File: src/hw/storeQueuePkg.sv
//********************
// Store queue shared definitions
// Widths, access size encoding and the
// byte mask and lane alignment helpers
//********************
`default_nettype none

package storeQueuePkg;

    // Physical address and store data widths
    localparam int paddrWidth = 56;
    localparam int dataWidth  = 64;

    // One doubleword lane, one mask bit per byte
    localparam int laneBytes = 8;

    // Access size, 2^size bytes
    typedef enum logic [1:0] {
        sizeByte   = 2'd0,
        sizeHalf   = 2'd1,
        sizeWord   = 2'd2,
        sizeDouble = 2'd3
    } accessSize;

    // Lane mask for an aligned access at the given offset
    function automatic logic [laneBytes-1:0] sizeMask(input logic [2:0] offset,
                                                     input accessSize size);
        logic [laneBytes-1:0] base;
        case (size)
            sizeByte:   base = 8'h01;
            sizeHalf:   base = 8'h03;
            sizeWord:   base = 8'h0f;
            default:    base = 8'hff;
        endcase
        return base << offset;
    endfunction

    // Low-held store data moved up into its byte lanes
    function automatic logic [dataWidth-1:0] laneAlign(input logic [dataWidth-1:0] data,
                                                      input logic [2:0] offset);
        return data << {offset, 3'b000};
    endfunction

endpackage

`default_nettype wire

File: src/hw/storeAlloc.sv
//********************
// Store allocation
// Owns the tail pointer, accepts stores
// and forms the byte mask of each one
//********************
`timescale 1ns/1ns
`default_nettype none

module storeAlloc #(
    parameter int sqDepth = 8
) (
    input  wire                                      clk,
    input  wire                                      rst,
    input  wire                                      wrValid,
    input  wire                                      stall,
    input  wire                                      flush,
    input  wire [storeQueuePkg::paddrWidth-1:0]      wrPaddr,
    input  storeQueuePkg::accessSize                 wrSize,
    output logic                                     allocStrobe,
    output logic [$clog2(sqDepth)-1:0]               allocIdx,
    output logic [storeQueuePkg::laneBytes-1:0]      allocMask,
    output logic [$clog2(sqDepth)-1:0]               sqIndex
);
    import storeQueuePkg::*;

    localparam int idxWidth = $clog2(sqDepth);

    // Next free slot
    logic [idxWidth-1:0] tailPtr;

    // Stall or flush refuses the write, no back-pressure to upstream
    assign allocStrobe = wrValid && !stall && !flush;

    // Store lands at the tail
    assign allocIdx = tailPtr;

    // Aligned access, so the mask never leaves this doubleword
    assign allocMask = sizeMask(wrPaddr[2:0], wrSize);

    // Index handed to the commit stage
    assign sqIndex = tailPtr;

    // Power-of-two depth wraps by overflow
    always_ff @(posedge clk) begin
        if (rst) begin
            tailPtr <= '0;
        end else if (allocStrobe) begin
            tailPtr <= tailPtr + 1'b1;
        end
    end

endmodule

`default_nettype wire

File: config.mk
export PLATFORM = sky130hd
export DESIGN_NAME = storeAlloc
export DESIGN_NICKNAME = d
export VERILOG_FILES = /design/src/hw/storeQueuePkg.sv /design/src/hw/storeAlloc.sv
export SDC_FILE = /design/constraint.sdc
export NUM_CORES = 1
export LEC_CHECK = 0
export ABC_CLOCK_PERIOD_IN_PS = 2400
export BUFFER_PORTS_ARGS = -buffer_cell sky130_fd_sc_hd__buf_2
export CAP_MARGIN = 10
export CORE_UTILIZATION = 24
export CTS_CLUSTER_SIZE = 16
export DETAILED_ROUTE_END_ITERATION = 10
export GPL_TIMING_DRIVEN = 1
export PLACE_DENSITY_LB_ADDON = 0.08
export REMOVE_ABC_BUFFERS = 1
export SETUP_SLACK_MARGIN = 0.15
export SYNTH_ARGS = -nofsm -noshare
export SYNTH_HDL_FRONTEND = slang
export SYNTH_SLANG_ARGS = --single-unit
File: constraint.sdc
create_clock -name clk -period 2.4 [get_ports clk]
set_input_delay 0.48 -clock clk [delete_from_list [all_inputs] [get_ports clk]]
set_output_delay 0.48 -clock clk [all_outputs]
set_load 0.02 [all_outputs]
==> results of run 1 <==
## per-stage QoR
step           setup slack (ns)  hold slack [ns]  total power [mW]
4_1_cts                   0.596            0.437             0.217
3_5_place_dp              0.596            0.527             0.127
6_report                  0.579            0.440             0.213
5_1_grt                   0.480            0.452             0.229
3_3_place_gp              0.581            0.533             0.127
2_1_floorplan             0.717            0.552            0.0937
## cell usage after synthesis, types with 2 or more instances
| master | n |
|---|---|
| nor2_1 | 6 |
| nor3_1 | 3 |
| o21ai_0 | 3 |
| buf_6 | 2 |
| a211oi_1 | 3 |
| xnor2_1 | 2 |
| a21oi_1 | 5 |
| dfxtp_1 | 3 |
| buf_4 | 5 |
## cell type report
cell class | instances | area (um^2)
multi-input combinational | 35 | 236
sequential | 3 | 60.1
timing repair buffer | 24 | 120
inverter | 1 | 3.75
tap | 15 | 18.8
clock buffer | 4 | 26.3
fill | 148 | 885
## path summary, 6_finish.rpt
check / to / slack [ns] / depth (start not counted)
max: allocMask[4] / 0.58 / 5
min: allocIdx[2]$_SDFFE_PP0P_ / 0.44 / 2
max reg2reg: allocIdx[2]$_SDFFE_PP0P_ / 1.33 / 4
min reg2reg: allocIdx[2]$_SDFFE_PP0P_ / 0.54 / 2
## kinds of logic (layout without fill, tap and decap cells)
logic type,count (synthesis),after routing
adder cells (fa/ha/maj),1,1
AO/OA/AOI/OAI,14,14
buffers and inverters,8,29
XOR/XNOR,2,2
flip-flops,3,3
multiplexers,2,2
AND/OR/NAND/NOR,16,16
## power groups by stage
stage          Clock (mW)  Combinational [mW]  Sequential (mW)
5_1_grt            0.0939              0.0818           0.0533
3_3_place_gp            0              0.0736           0.0535
4_1_cts            0.0898              0.0739           0.0531
3_5_place_dp            0              0.0737           0.0538
2_1_floorplan           0              0.0370           0.0567
6_report           0.0867              0.0733           0.0530
## layer usage
metal | share of wire (%) | global-route usage, % | vias up
met5 | 0 | 0 | -
li1 | - | - | 203
met2 | 40 | 16.3 | 24
met1 | 47 | 13.5 | 167
met4 | 4.3 | 15.0 | 0
met3 | 7.8 | 3.26 | 4
## worst reg2reg max path, stage by stage (launching register included)
cell      delay, ns
dfxtp_1        0.39
ha_1           0.17
and4bb_2       0.23
xnor2_1        0.12
nor2_1         0.05
==> out/results.ini, run 1 <==
[status]
status = completed

[floorplan]
core_um2 = 1350
chipWidth_um = 40.8
die_h_um = 40.8
io_pins = 78
placementRows = 13
die-area_um2 = 1660
initial_core_util_pct = 26.7

[hold_path]
hp-start = rst
hold_path_class = primary input to flip-flop

[final_layout]
final_cells = 82
largest_reg_flops = 3
final_cell_mix = buf_2, nor2_1, a21oi_1
final_util_pct = 34.5
layout_commonest_cell = buf_2
finalInstanceArea_um2 = 465
antenna_cells = 0
drive_above_1_share_pct = 47.8
nets = 132
area_growth_syn_to_layout_pct = 29.2

[route]
antenna_left = 0
via_count = 398
dr.pass1.iters = 2
viasPerCell = 4.85
drt_iter0_drc = 2
routedWlPerCell_um = 9.96
wl_um = 817
drc = 0

[logic_synthesis]
synth_compound_area_share_pct = 22.6
avgSynthCellArea_um2 = 7.83
synth_mux_area_share_pct = 5.90
yosysSeqAreaShare_pct = 16.7
synth_cell_types = 23
yosys.area.top_type = dfxtp_1
synth_top_family_by_area = simple AND/OR/NAND/NOR gates
synth_area_leaders = dfxtp_1, buf_4, a21oi_1
synth_seq_cells = 3
synth_area_um2 = 360
yosys_warnings = 0
synth-xor-area-share_pct = 4.86
synth_cells = 46
synthAdderAreaFrac_pct = 3.47
synthSimpleGateAreaFrac_pct = 28.8
synthArstFlopShare_pct = 0
yosys.area.top_type_share_pct = 16.7
synth-main-ff-cell = dfxtp_1
synth_enable_flop_cells = 0

[worst_setup_path]
startpoint = wrPaddr[1]
max_stage_delay_ns = 0.26
crit_path_max_fanout = 14
end_kind = primary output
start_kind = primary input
worstPathCellList = buf_2, o21ai_0, o21ai_1, mux2_2, buf_2
crit_type = primary input to primary output
cp_slowest_cell = mux2_2
r2r_start = allocIdx[0]$_SDFFE_PP0P_
cp_data_required_time_ns = 1.92
path_buf_inv = 2
cp_common_cell = buf_2
path_delay_family = buffers and inverters
cp.arrival_ns = 1.34

[power]
power.density_nw_per_um2 = 458
seqPwrFrac_pct = 24.9
switching_share_pct = 33.4
ir_worst_vdd_mv = 0.117
power.share.clock_pct = 40.7
switchingPower_uw = 71.1
combinationalPowerShare_pct = 34.4
p_int_uw = 142
p_leak_nw = 0.236

[grt]
grt_max_degree = 15
grt_first_pass_wirelength_um = 1190
grt_pass1_vias = 282
grt_antenna_before_repair = 0
gr-total-overflow = 0
grt.total_usage_pct = 12.0

[timing]
setup_viol = 0
hold_viol = 0
tightest_slew_ns = 0.222
final.setup.tns_ns = 0
relSlewSlack_pct = 85.2
period_share_pct = 75.9
fmax_mhz = 549
min_period_ns = 1.82
grt_setup_unrepaired = no
fin_skew_ns = 0.000800
final_max_slew_viol_count = 0

[clock_tree]
cts_setup_buffers = 0
cts_tree = done
cts_hold_buf = 0
htreeDepth = 1
cts_sinks = 3
clkLatencyLatePin_ns = 0.23
clock_path_buffers = 2
cts_root_buf = clkbuf_4
cts_buffers = 3
ctsResizeCount = 0
cts.clk_slew.worst_paths_ns = 0.03

[placement]
placed_area_um2 = 439
gp_congestion = 0.573
dp.cells = 78
port_buffers = 24

[job]
maxCapViolations = 0

No activity file was read; power rests on OpenSTA's default activity.
==> run 2, diff against run 1 <==
--- a/config.mk
+++ b/config.mk
@@ -5,10 +5,10 @@
 export SDC_FILE = /design/constraint.sdc
 export NUM_CORES = 1
 export LEC_CHECK = 0
-export ABC_CLOCK_PERIOD_IN_PS = 2400
+export ABC_CLOCK_PERIOD_IN_PS = 1740
 export BUFFER_PORTS_ARGS = -buffer_cell sky130_fd_sc_hd__buf_2
 export CAP_MARGIN = 10
-export CORE_UTILIZATION = 24
+export CORE_UTILIZATION = 23
 export CTS_CLUSTER_SIZE = 16
 export DETAILED_ROUTE_END_ITERATION = 10
 export GPL_TIMING_DRIVEN = 1
==> constraint.sdc (replaced) <==
create_clock -name clk -period 1.74 [get_ports clk]
set_input_delay 0.348 -clock clk [delete_from_list [all_inputs] [get_ports clk]]
set_output_delay 0.348 -clock clk [all_outputs]
set_load 0.02 [all_outputs]
==> out/results.ini, run 2 (same netlist as run 1, synthesis figures left out) <==
[route]
wl_um = 787  ; -3.7%
routedWlPerCell_um = 9.60  ; -3.7%
drc = 0  ; unchanged
dr.pass1.iters = 3  ; +1
via_count = 378  ; -5.0%
drt_iter0_drc = 5  ; +3
antenna_left = 0  ; unchanged
viasPerCell = 4.61  ; -5.0%

[grt]
gr-total-overflow = 0  ; unchanged
grt_max_degree = 15  ; unchanged
grt_antenna_before_repair = 0  ; unchanged
grt_first_pass_wirelength_um = 1350  ; +13%
grt.total_usage_pct = 10.0  ; -2.0 points
grt_pass1_vias = 327  ; +16%

[clock_tree]
cts_tree = done
clock_path_buffers = 2  ; unchanged
cts_hold_buf = 0  ; unchanged
clkLatencyLatePin_ns = 0.23  ; about the same
htreeDepth = 1  ; unchanged
ctsResizeCount = 0  ; unchanged
cts_buffers = 3  ; unchanged
cts_sinks = 3  ; unchanged
cts_setup_buffers = 0  ; unchanged
cts_root_buf = clkbuf_4
cts.clk_slew.worst_paths_ns = 0.03  ; about the same

[power]
p_int_uw = 196  ; +38%
switching_share_pct = 32.7  ; -0.70 points
ir_worst_vdd_mv = 0.311  ; +170%
power.density_nw_per_um2 = 623  ; +36%
combinationalPowerShare_pct = 34.9  ; +0.5 points
power.share.clock_pct = 40.1  ; -0.6 points
switchingPower_uw = 95.3  ; +34%
seqPwrFrac_pct = 25.0  ; about the same
total_power_uw = 292  ; +37%
p_leak_nw = 0.237  ; +0.29%

[floorplan]
initial_core_util_pct = 26.1  ; -0.63 points
die-area_um2 = 1730  ; +4.1%
placementRows = 13  ; unchanged
chipWidth_um = 41.6  ; +2.0%
core_um2 = 1380  ; +2.4%
die_h_um = 41.6  ; +2.0%
io_pins = 78  ; unchanged

[worst_setup_path]
end_kind = primary output
cp_data_required_time_ns = 1.39  ; -0.53 ns
start_kind = primary input
r2r_setup_slack_ns = 0.70  ; -0.63 ns
cp.arrival_ns = 1.19  ; -0.15 ns
crit_type = primary input to primary output
crit_path_max_fanout = 11  ; -3

[final_layout]
antenna_cells = 0  ; unchanged
final_cell_mix = buf_2, nor2_1, a21oi_1, clkbuf_4
drive_above_1_share_pct = 47.8  ; unchanged
final_util_pct = 33.8  ; -0.63 points
largest_reg_flops = 3  ; unchanged
layout_commonest_cell = buf_2
area_growth_syn_to_layout_pct = 29.9
final_cells = 82  ; unchanged
nets = 132  ; unchanged

[timing]
period_share_pct = 88.6
final_max_slew_viol_count = 0  ; unchanged
setup_viol = 0  ; unchanged
min_period_ns = 1.54
fin_skew_ns = 0.00105  ; +0.000252 ns
tightest_slew_ns = 0.232  ; +0.00993 ns
fmax_mhz = 648
grt_setup_unrepaired = no
whs_ns = 0.307  ; -0.133 ns
final.setup.tns_ns = 0  ; unchanged
relSlewSlack_pct = 84.5  ; -0.66 points
hold_viol = 0  ; unchanged

[status]
status = completed

[placement]
gp_congestion = 0.649  ; +13%
dp.cells = 78  ; unchanged
port_buffers = 24  ; unchanged
hpwl_um = 608

[hold_path]
hold_path_class = primary input to flip-flop

[job]
maxCapViolations = 0  ; unchanged

==> run 2: changes by cell type in the layout (fill, tap and decap cells not counted) <==
cell      before  now
clkbuf_4       3    4
buf_2         24   23
o21ai_0        3    1
o21ai_1        1    3
==> run 2: final timing paths <==
path                             from                        to  depth (start not counted)
max                        wrPaddr[0]              allocMask[5]                          5
min                               rst  allocIdx[0]$_SDFFE_PP0P_                          2
max reg2reg  allocIdx[0]$_SDFFE_PP0P_  allocIdx[2]$_SDFFE_PP0P_                          4
min reg2reg  allocIdx[2]$_SDFFE_PP0P_  allocIdx[2]$_SDFFE_PP0P_                          2
==> run 2: layout make-up <==
| class | count | area, um^2 |
|---|---|---|
| fillers | 162 | 915 |
| multi-input cells | 35 | 236 |
| repair buffers | 24 | 123 |
| flip-flops and latches | 3 | 60.1 |
| clock buffers | 4 | 26.3 |
| well taps | 15 | 18.8 |
| inverters | 1 | 3.75 |
==> run 2: power by group through the flow <==
stage / Clock, mW / Sequential, mW / Combinational (mW)
final: 0.117 / 0.0729 / 0.102
after global routing: 0.130 / 0.0730 / 0.112
after CTS: 0.125 / 0.0729 / 0.102
after detailed placement: 0 / 0.0739 / 0.101
after global placement: 0 / 0.0739 / 0.102
after floorplan: 0 / 0.0782 / 0.0511
==> run 2: per-stage QoR <==
| stage | setup WS [ns] | instance area [um^2] |
|---|---|---|
| after global placement | 0.165 | 439 |
| final | 0.198 | 468 |
| after global routing | 0.163 | 468 |
| after detailed placement | 0.190 | 439 |
| after CTS | 0.188 | 465 |
| after floorplan | 0.321 | 300 |
==> run 2: layer usage <==
layer | vias up | GRT usage [%] | routed length (um) | part of all wire [%]
met1 | 164 | 13.4 | 406 | 52
met4 | 0 | 5.81 | 0 | 0
li1 | 205 | - | - | -
met5 | - | 0 | 0 | 0
met2 | 9 | 13.4 | 348 | 44
met3 | 0 | 3.91 | 32 | 4.1
==> run 2: worst max-delay path, cell delays in order <==
cell	delay [ns]
buf_2	0.16
or2_2	0.31
a21oi_1	0.15
a211oi_1	0.06
buf_2	0.17
