$ cat config.mk
export PLATFORM = sky130hd
export DESIGN_NAME = storeEntries
export DESIGN_NICKNAME = d
export VERILOG_FILES = /design/src/hw/storeQueuePkg.sv /design/src/hw/storeEntries.sv
export SDC_FILE = /design/constraint.sdc
export NUM_CORES = 1
export LEC_CHECK = 0
export ABC_AREA = 0
export BUFFER_PORTS_ARGS = -buffer_cell sky130_fd_sc_hd__buf_2
export CORE_AREA = 2 2 517 519
export DETAILED_ROUTE_END_ITERATION = 10
export DIE_AREA = 0 0 519 521
export GPL_ROUTABILITY_DRIVEN = 1
export PLACE_DENSITY_LB_ADDON = 0.15
export SLEW_MARGIN = 5
export SYNTH_ARGS = -nofsm -noshare
export SYNTH_HDL_FRONTEND = slang
export SYNTH_SLANG_ARGS = --single-unit
$ cat constraint.sdc
create_clock -name clk -period 19.05 [get_ports clk]
set_input_delay 0.9525 -clock clk [delete_from_list [all_inputs] [get_ports clk]]
set_output_delay 0.9525 -clock clk [all_outputs]
set_load 0.02 [all_outputs]
$ cat src/hw/storeQueuePkg.sv
//********************
// Store queue shared definitions
// Widths, access size encoding and the
// byte mask and lane alignment helpers
//********************
`default_nettype none

package storeQueuePkg;

    // Physical address and store data widths
    localparam int paddrWidth = 56;
    localparam int dataWidth  = 64;

    // One doubleword lane, one mask bit per byte
    localparam int laneBytes = 8;

    // Access size, 2^size bytes
    typedef enum logic [1:0] {
        sizeByte   = 2'd0,
        sizeHalf   = 2'd1,
        sizeWord   = 2'd2,
        sizeDouble = 2'd3
    } accessSize;

    // Lane mask for an aligned access at the given offset
    function automatic logic [laneBytes-1:0] sizeMask(input logic [2:0] offset,
                                                     input accessSize size);
        logic [laneBytes-1:0] base;
        case (size)
            sizeByte:   base = 8'h01;
            sizeHalf:   base = 8'h03;
            sizeWord:   base = 8'h0f;
            default:    base = 8'hff;
        endcase
        return base << offset;
    endfunction

    // Low-held store data moved up into its byte lanes
    function automatic logic [dataWidth-1:0] laneAlign(input logic [dataWidth-1:0] data,
                                                      input logic [2:0] offset);
        return data << {offset, 3'b000};
    endfunction

endpackage

`default_nettype wire

$ cat src/hw/storeEntries.sv
//********************
// Store entry array
// Holds every store with its valid, retired
// and killed state, applies retire, flush,
// drain and write updates, and tracks the
// head pointer and occupancy
//********************
`timescale 1ns/1ns
`default_nettype none

module storeEntries #(
    parameter int sqDepth = 8
) (
    input  wire                                                     clk,
    input  wire                                                     rst,
    input  wire                                                     flush,
    input  wire                                                     allocStrobe,
    input  wire [$clog2(sqDepth)-1:0]                               allocIdx,
    input  wire [storeQueuePkg::laneBytes-1:0]                      allocMask,
    input  wire [storeQueuePkg::paddrWidth-1:0]                     wrPaddr,
    input  storeQueuePkg::accessSize                                wrSize,
    input  wire [storeQueuePkg::dataWidth-1:0]                      wrData,
    input  wire                                                     retireValid,
    input  wire [$clog2(sqDepth)-1:0]                               retireIdx,
    input  wire                                                     drainDone,
    output logic                                                    headValid,
    output logic                                                    headRetired,
    output logic                                                    headKilled,
    output logic [storeQueuePkg::paddrWidth-1:0]                    headPaddr,
    output storeQueuePkg::accessSize                                headSize,
    output logic [storeQueuePkg::dataWidth-1:0]                     headData,
    output logic [sqDepth-1:0]                                      entryValid,
    output logic [sqDepth-1:0][storeQueuePkg::paddrWidth-1:0]       entryPaddr,
    output logic [sqDepth-1:0][storeQueuePkg::dataWidth-1:0]        entryData,
    output logic [sqDepth-1:0][storeQueuePkg::laneBytes-1:0]        entryMask,
    output logic [$clog2(sqDepth)-1:0]                              headIdx,
    output logic [$clog2(sqDepth):0]                                usedEntries,
    output logic [$clog2(sqDepth):0]                                freeEntries
);
    import storeQueuePkg::*;

    localparam int idxWidth = $clog2(sqDepth);
    localparam int cntWidth = idxWidth + 1;

    // Per-entry state beyond the exported arrays
    logic [sqDepth-1:0] entryRetired;
    logic [sqDepth-1:0] entryKilled;
    accessSize          entrySize [sqDepth];

    //********************
    // Entry state
    //********************
    // Later statements override earlier ones, so the order sets priority
    always_ff @(posedge clk) begin
        if (rst) begin
            entryValid   <= '0;
            entryRetired <= '0;
            entryKilled  <= '0;
        end else begin
            for (int i = 0; i < sqDepth; i++) begin
                // Retire only live, not yet retired entries
                if (retireValid && retireIdx == idxWidth'(i) &&
                    entryValid[i] && !entryRetired[i]) begin
                    entryRetired[i] <= 1'b1;
                end
                // Flush beats a retire in the same cycle
                if (flush && entryValid[i] && !entryRetired[i]) begin
                    entryValid[i]   <= 1'b0;
                    entryRetired[i] <= 1'b0;
                    entryKilled[i]  <= 1'b1;
                end
            end
            // Head written out or skipped
            if (drainDone) begin
                entryValid[headIdx]   <= 1'b0;
                entryRetired[headIdx] <= 1'b0;
                entryKilled[headIdx]  <= 1'b0;
            end
            // New store
            if (allocStrobe) begin
                entryValid[allocIdx]   <= 1'b1;
                entryRetired[allocIdx] <= 1'b0;
                entryKilled[allocIdx]  <= 1'b0;
            end
        end
    end

    // Store payload
    always_ff @(posedge clk) begin
        if (allocStrobe) begin
            entryPaddr[allocIdx] <= wrPaddr;
            entrySize[allocIdx]  <= wrSize;
            entryData[allocIdx]  <= wrData;
            entryMask[allocIdx]  <= allocMask;
        end
    end

    //********************
    // Head and occupancy
    //********************
    always_ff @(posedge clk) begin
        if (rst) begin
            headIdx     <= '0;
            usedEntries <= '0;
        end else begin
            if (drainDone) begin
                headIdx <= headIdx + 1'b1;
            end
            case ({allocStrobe, drainDone})
                2'b10:   usedEntries <= usedEntries + 1'b1;
                2'b01:   usedEntries <= usedEntries - 1'b1;
                default: usedEntries <= usedEntries;
            endcase
        end
    end

    assign freeEntries = cntWidth'(sqDepth) - usedEntries;

    // Oldest entry seen by the drain
    assign headValid   = entryValid[headIdx];
    assign headRetired = entryRetired[headIdx];
    assign headKilled  = entryKilled[headIdx];
    assign headPaddr   = entryPaddr[headIdx];
    assign headSize    = entrySize[headIdx];
    assign headData    = entryData[headIdx];

endmodule

`default_nettype wire

==> flow_summary.yaml, run 1 <==
status:
  status: "complete, no violations"
floorplanning:
  ios: 1310
  start_util_pct: 15.5
  core_sq_um: 264000
  die-area_sq_um: 270000
  die_y_um: 521
  fp.dieW_um: 519
  rows: 189
critical_path:
  regToRegSetupSlack_ns: 16.26
  crit_family: "buffers and inverters"
  rr_endpoint: "entryKilled[0]"
  end_kind: "output port"
  cp_data_arrival_time_ns: 5.31
  slowest_delay_ns: 0.70
  crit_type: "flop to output port"
  cpMostUsedCell: "buf_4"
  critPathBufInv: 5
  reg2reg_from: "headIdx[2]"
  worstPathRequired_ns: 18.10
  cp_cell_sequence: "buf_4 -> buf_4 -> buf_4 -> buf_4 -> mux2_2 -> a22oi_1 -> o221ai_1 -> buf_2"
  slowest_stage: "buf_4"
  cp_max_fo: 55
  start_kind: "flop"
  reg2regPathDepth: 6
route:
  viasPerCell: 3.95
  dr.pass1.iters: 7
  drtIter0Drc: 2225
  wire_per_inst_um: 31.2
  drcViolationCount: 0
  routed_wl_mm: 229
  postRouteAntennaNets: 0
  vias: 29000
global_route:
  track_usage_pct: 16.2
  grt_overflow_total: 0
  first_global_vias: 29600
  antenna_found_initial: 44
  grt_max_degree: 74
  grt_pass1_wl_mm: 297
sta:
  tightest_slew_ns: 1.07
  clock_skew_ns: 0.0190
  max_slew_margin_pct: 28.6
  setup_violations: 0
  fin_setup_tns_ns: 0
  rsz0062_at_grt: "no"
  final_hold_viol_count: 0
  period_needed_ns: 6.27
  fin_crit_sh_pct: 32.9
  max_freq_mhz: 160
  drv_slew: 0
  whs_ns: 0.432
  fin_ws_ns: 12.79
layout:
  drive_gt1_share_pct: 46.9
  multi_input_area_sq_um: 8290
  ff_latch_area_sq_um: 31900
  final_area_sq_um: 56200
  syn_to_final_growth_pct: 37.2
  fillers: 28400
  layout.nets: 3830
synth:
  synth-warning-count: 0
  async_reset_ff_share_pct: 0
  ys.flop_type: "edfxtp_1"
  yosysSeqAreaShare_pct: 77.9
  synth_top_area_cell: "edfxtp_1"
  synth-edff-count: 1040
  synthTopCellsByCount: "edfxtp_1, mux2_2, nand2_1, nor2_1, mux2i_1"
  synth_most_common_cell: "edfxtp_1"
  syn_area_sq_um: 41000
  synth_area_leaders: "edfxtp_1, mux2_2, mux2i_1, a22oi_1, dfxtp_1"
  synth_seq_cells: 1074
  synthDistinctLibCells: 45
  avgSynthCellArea_sq_um: 17.7
  syn_inst: 2312
  synth_top_area_share_pct: 76.2
  synth.net_count: 2460
place:
  post-dp-hpwl_mm: 165
  placedInstanceArea_sq_um: 51800
  place_congestion: 0.848
  io_buffers: 1309
  dp_slack_ns: 13.46
clock_tree:
  cts.htree.levels: 4
  clockRootBuffer: "clkbuf_16"
  insertion_delay_ns: 0.78
  numCtsBuffers: 139
  cts_resized: 0
  postCtsSetupBuffers: 0
  ctsHoldBuffers: 0
  cts_num_sinks: 1074
  clk_path_buf_depth: 3
  clkTransAtPathRegs_ns: 0.06
  tritoncts: "built"
worst_hold_path:
  hold_end: "entryData[50]"
  hp-class: "input port to flop"
  whs_path_depth: 1
  min_from: "wrData[50]"
pwr:
  p_leak_nw: 19.7
  finalPower_mw: 6.01
  power_density_nw_per_um2: 107
  vdd_drop_max_mv: 0.0748
job:
  drv_cap: 0
## worst reg2reg max path, cell delays in order, from the launching register on
cell	delay, ns
dfxtp_4	0.52
buf_4	0.53
buf_4	0.72
nor2_4	0.06
buf_4	0.36
and2_1	0.29
nor4_1	0.22
## logic make-up after synthesis
group,Yosys count,synth area share [%]
multiplexers,320,8.63
flip-flops,1074,77.9
buffers and inverters,161,2.06
XOR/XNOR,6,0.128
adder cells (fa/ha/maj),6,0.202
AO/OA/AOI/OAI,452,8.08
AND/OR/NAND/NOR,293,2.99
## registers in the layout, summed over array words and instances, names as in the netlist, named ones only
name / count
entryValid: 8
usedEntries: 4
entryMask: 64
entrySize: 16
entryData: 512
entryRetired: 8
entryPaddr: 448
entryKilled: 8
headIdx: 3
## metrics by stage
step                      std cells  util [%]
final                          7334      21.3
after global routing           7325      21.3
after CTS                      7324      21.3
after detailed placement       7074      19.6
after global placement         7074      19.6
after floorplan                2312         -
## layer usage
| layer | track usage, % | part of all wire, % |
|---|---|---|
| met2 | 26.7 | 47 |
| met5 | 0 | 0.090 |
| met3 | 6.23 | 9.7 |
| met1 | 19.6 | 40 |
| met4 | 4.27 | 2.4 |
## power by group
| part | total, mW | switching (mW) | leakage [nW] | internal [mW] |
|---|---|---|---|---|
| logic | 0.681 | 0.494 | 7.86 | 0.186 |
| clock network | 2.60 | 1.14 | 2.12 | 1.46 |
| registers | 2.73 | 0.0529 | 9.73 | 2.67 |
| total | 6.01 | 1.69 | 19.7 | 4.32 |
## layout make-up
type,count,area share (%)
diodes,10,0.0445
repair buffers,1377,12.7
clock buffers,173,6.43
inverters,13,0.0868
flip-flops and latches,1074,56.8
well taps,3533,7.86
clock inverters,77,1.38
multi-input cells,1077,14.7
## layout by cell type, fill, tap and decap left out, types with 70 or more instances in the layout
cell,netlist,routed
buf_2,79,1309
mux2_2,182,182
a21oi_1,94,94
nand2_1,125,125
a221oi_1,70,70
edfxtp_1,1040,1040
clkbuf_16,0,139
mux2i_1,108,108
a22oi_1,102,102
nor2_1,117,110
## worst max path at each step
stage	startpoint	to	slack (ns)	cells after the start
2_1_floorplan	allocIdx[2]	entryData[0]	8.19	1
3_3_place_gp	headIdx[2]	headPaddr[1]	13.44	8
3_5_place_dp	headIdx[2]	headPaddr[32]	13.46	9
4_1_cts	headIdx[2]	headPaddr[32]	12.55	9
5_1_grt	headIdx[2]	headPaddr[32]	12.49	9
6_report	headIdx[2]	headPaddr[1]	12.79	8
Power figures use the tool's default switching activity.
==> run 2, diff against run 1 <==
- clock period: 19.05 -> 6.5 ns (I/O delays scaled with it)
==> run 2 against run 1 <==
Compared with the run above: sequential power increased to 2.9 times the previous value; via count up 1.5%; cell area rose by 2.9%; global-route usage fell by 0.062 points; utilization increased by 0.62 points; first-iteration DRC count grew 3.5%; setup slack got worse by 11 ns; worst hold slack got worse by 0.26 ns; critical path depth fell by 1; final cell count rose by 1.9%; clock-buffer cell count up 2; largest power group unchanged.
==> flow_summary.yaml, run 2 (synthesized netlist as in run 1, its figures left out) <==
critical_path:
  crit_type: "flop to output port"
  start_kind: "flop"
  end_kind: "output port"
  cp_max_fo: 74
  worstPathRequired_ns: 6.17
  reg2regPathDepth: 5
  cp_data_arrival_time_ns: 4.15
place:
  post-dp-hpwl_mm: 162
  io_buffers: 1309
  place_congestion: 0.854
sta:
  fin_crit_sh_pct: 68.8
  setup_violations: 0
  max_slew_margin_pct: 16.2
  final_hold_viol_count: 0
  drv_slew: 0
  rsz0062_at_grt: "no"
  clock_skew_ns: 0.0304
  max_freq_mhz: 223
  tightest_slew_ns: 1.26
  period_needed_ns: 4.48
floorplanning:
  die_y_um: 521
  ios: 1310
  start_util_pct: 15.5
  fp.dieW_um: 519
  die-area_sq_um: 270000
  rows: 189
  core_sq_um: 264000
clock_tree:
  cts.htree.levels: 4
  ctsHoldBuffers: 141
  tritoncts: "built"
  insertion_delay_ns: 0.79
  numCtsBuffers: 141
  clk_path_buf_depth: 3
  clkTransAtPathRegs_ns: 0.06
  cts_num_sinks: 1074
  cts_resized: 0
  clockRootBuffer: "clkbuf_16"
  postCtsSetupBuffers: 0
layout:
  most-common-layout-cells: "buf_2, edfxtp_1, mux2_2"
  drive_gt1_share_pct: 45.1
  final_core_util_pct: 21.9
  final_common_cell: "buf_2"
  layout.nets: 3965
  regMostFlops: "entryData"
  largest_register_ff_count: 512
  syn_to_final_growth_pct: 41.2
  top_regs: "entryData (512), entryPaddr (448), entryMask (64)"
global_route:
  grt_max_degree: 79
  track_usage_pct: 16.1
  first_global_vias: 30000
  grt_pass1_wl_mm: 298
  grt_overflow_total: 0
  antenna_found_initial: 31
pwr:
  power_density_nw_per_um2: 309
  combPwrFrac_pct: 11.5
  p_sw_mw: 4.91
  p_int_mw: 13.0
  p_leak_nw: 20.4
  seqPwrFrac_pct: 44.8
  vdd_drop_max_mv: 0.241
  sw_frac_of_total_pct: 27.5
  p_clk_share_pct: 43.7
  finalPower_mw: 17.9
worst_hold_path:
  whs_path_depth: 3
  hp-class: "input port to flop"
route:
  viasPerCell: 3.94
  drtIter0Drc: 2302
  dr.pass1.iters: 8
  wire_per_inst_um: 30.5
  drcViolationCount: 0
  postRouteAntennaNets: 0
  routed_wl_mm: 228
  vias: 29400
job:
  drv_cap: 0
status:
  status: "complete, no violations"
run 2: cell types whose count changed in the layout (fill, tap and decap cells not counted), sizes merged:
cell / previous run / this run
clkinv: 53 / 57
buf: 1377 / 1369
inv: 25 / 20
bufinv: 7 / 11
clkinvlp: 5 / 2
clkbuf: 173 / 175
dlygate4sd3: 0 / 141
diode: 10 / 11
run 2: per-layer routing:
| metal | track usage [%] | vias to the layer above | part of all wire (%) |
|---|---|---|---|
| met2 | 27.1 | 1286 | 48 |
| li1 | - | 12400 | - |
| met4 | 3.84 | 20 | 2.1 |
| met1 | 19.6 | 15500 | 41 |
| met5 | 0 | - | 0.057 |
| met3 | 5.60 | 226 | 8.5 |
run 2: worst paths after layout:
kind	start	slack (ns)	endpoint
setup / recovery	headIdx[1]	2.02	headData[3]
hold / removal	allocIdx[2]	0.17	entryPaddr[91]
setup reg to reg	headIdx[1]	4.23	entryRetired[0]
hold reg to reg	entryKilled[4]	0.47	entryKilled[4]
run 2: layout make-up:
class	instances	area, sq um
Multi-Input combinational cell	1077	8310
Timing Repair Buffer	1510	8580
Clock inverter	77	847
Inverter	13	48.8
Tap cell	3533	4420
Sequential cell	1074	31900
Antenna cell	11	27.5
Fill cell	28400	207000
Clock buffer	175	3700
run 2: metrics by stage:
| step | hold WS (ns) | cell area, sq um | std cells | setup slack, ns | setup TNS (ns) |
|---|---|---|---|---|---|
| floorplan | 0.424 | 41000 | 2312 | -0.158 | -70.22 |
| finish | 0.171 | 57800 | 7470 | 2.02 | 0 |
| global placement | 0.452 | 51900 | 7066 | 2.87 | 0 |
| CTS | 0.143 | 57800 | 7459 | 1.97 | 0 |
| global route | 0.143 | 57800 | 7465 | 1.79 | 0 |
| detailed placement | 0.455 | 51900 | 7066 | 2.90 | 0 |
run 2: power groups by stage:
stage	Sequential (mW)	Clock, mW	Combinational [mW]
finish	8.00	7.81	2.05
global route	8.02	8.32	2.18
CTS	8.00	8.11	2.11
detailed placement	8.15	0	2.03
global placement	8.15	0	2.04
floorplan	8.36	0	0.777
run 2: critical path: stages, from the launching register on:
cell and delay [ns]:
dfxtp_4 0.58, buf_12 0.31, buf_4 0.66, mux2i_1 0.17
nor2_1 0.11, a21oi_1 0.06, o221ai_1 0.74, buf_2 0.30
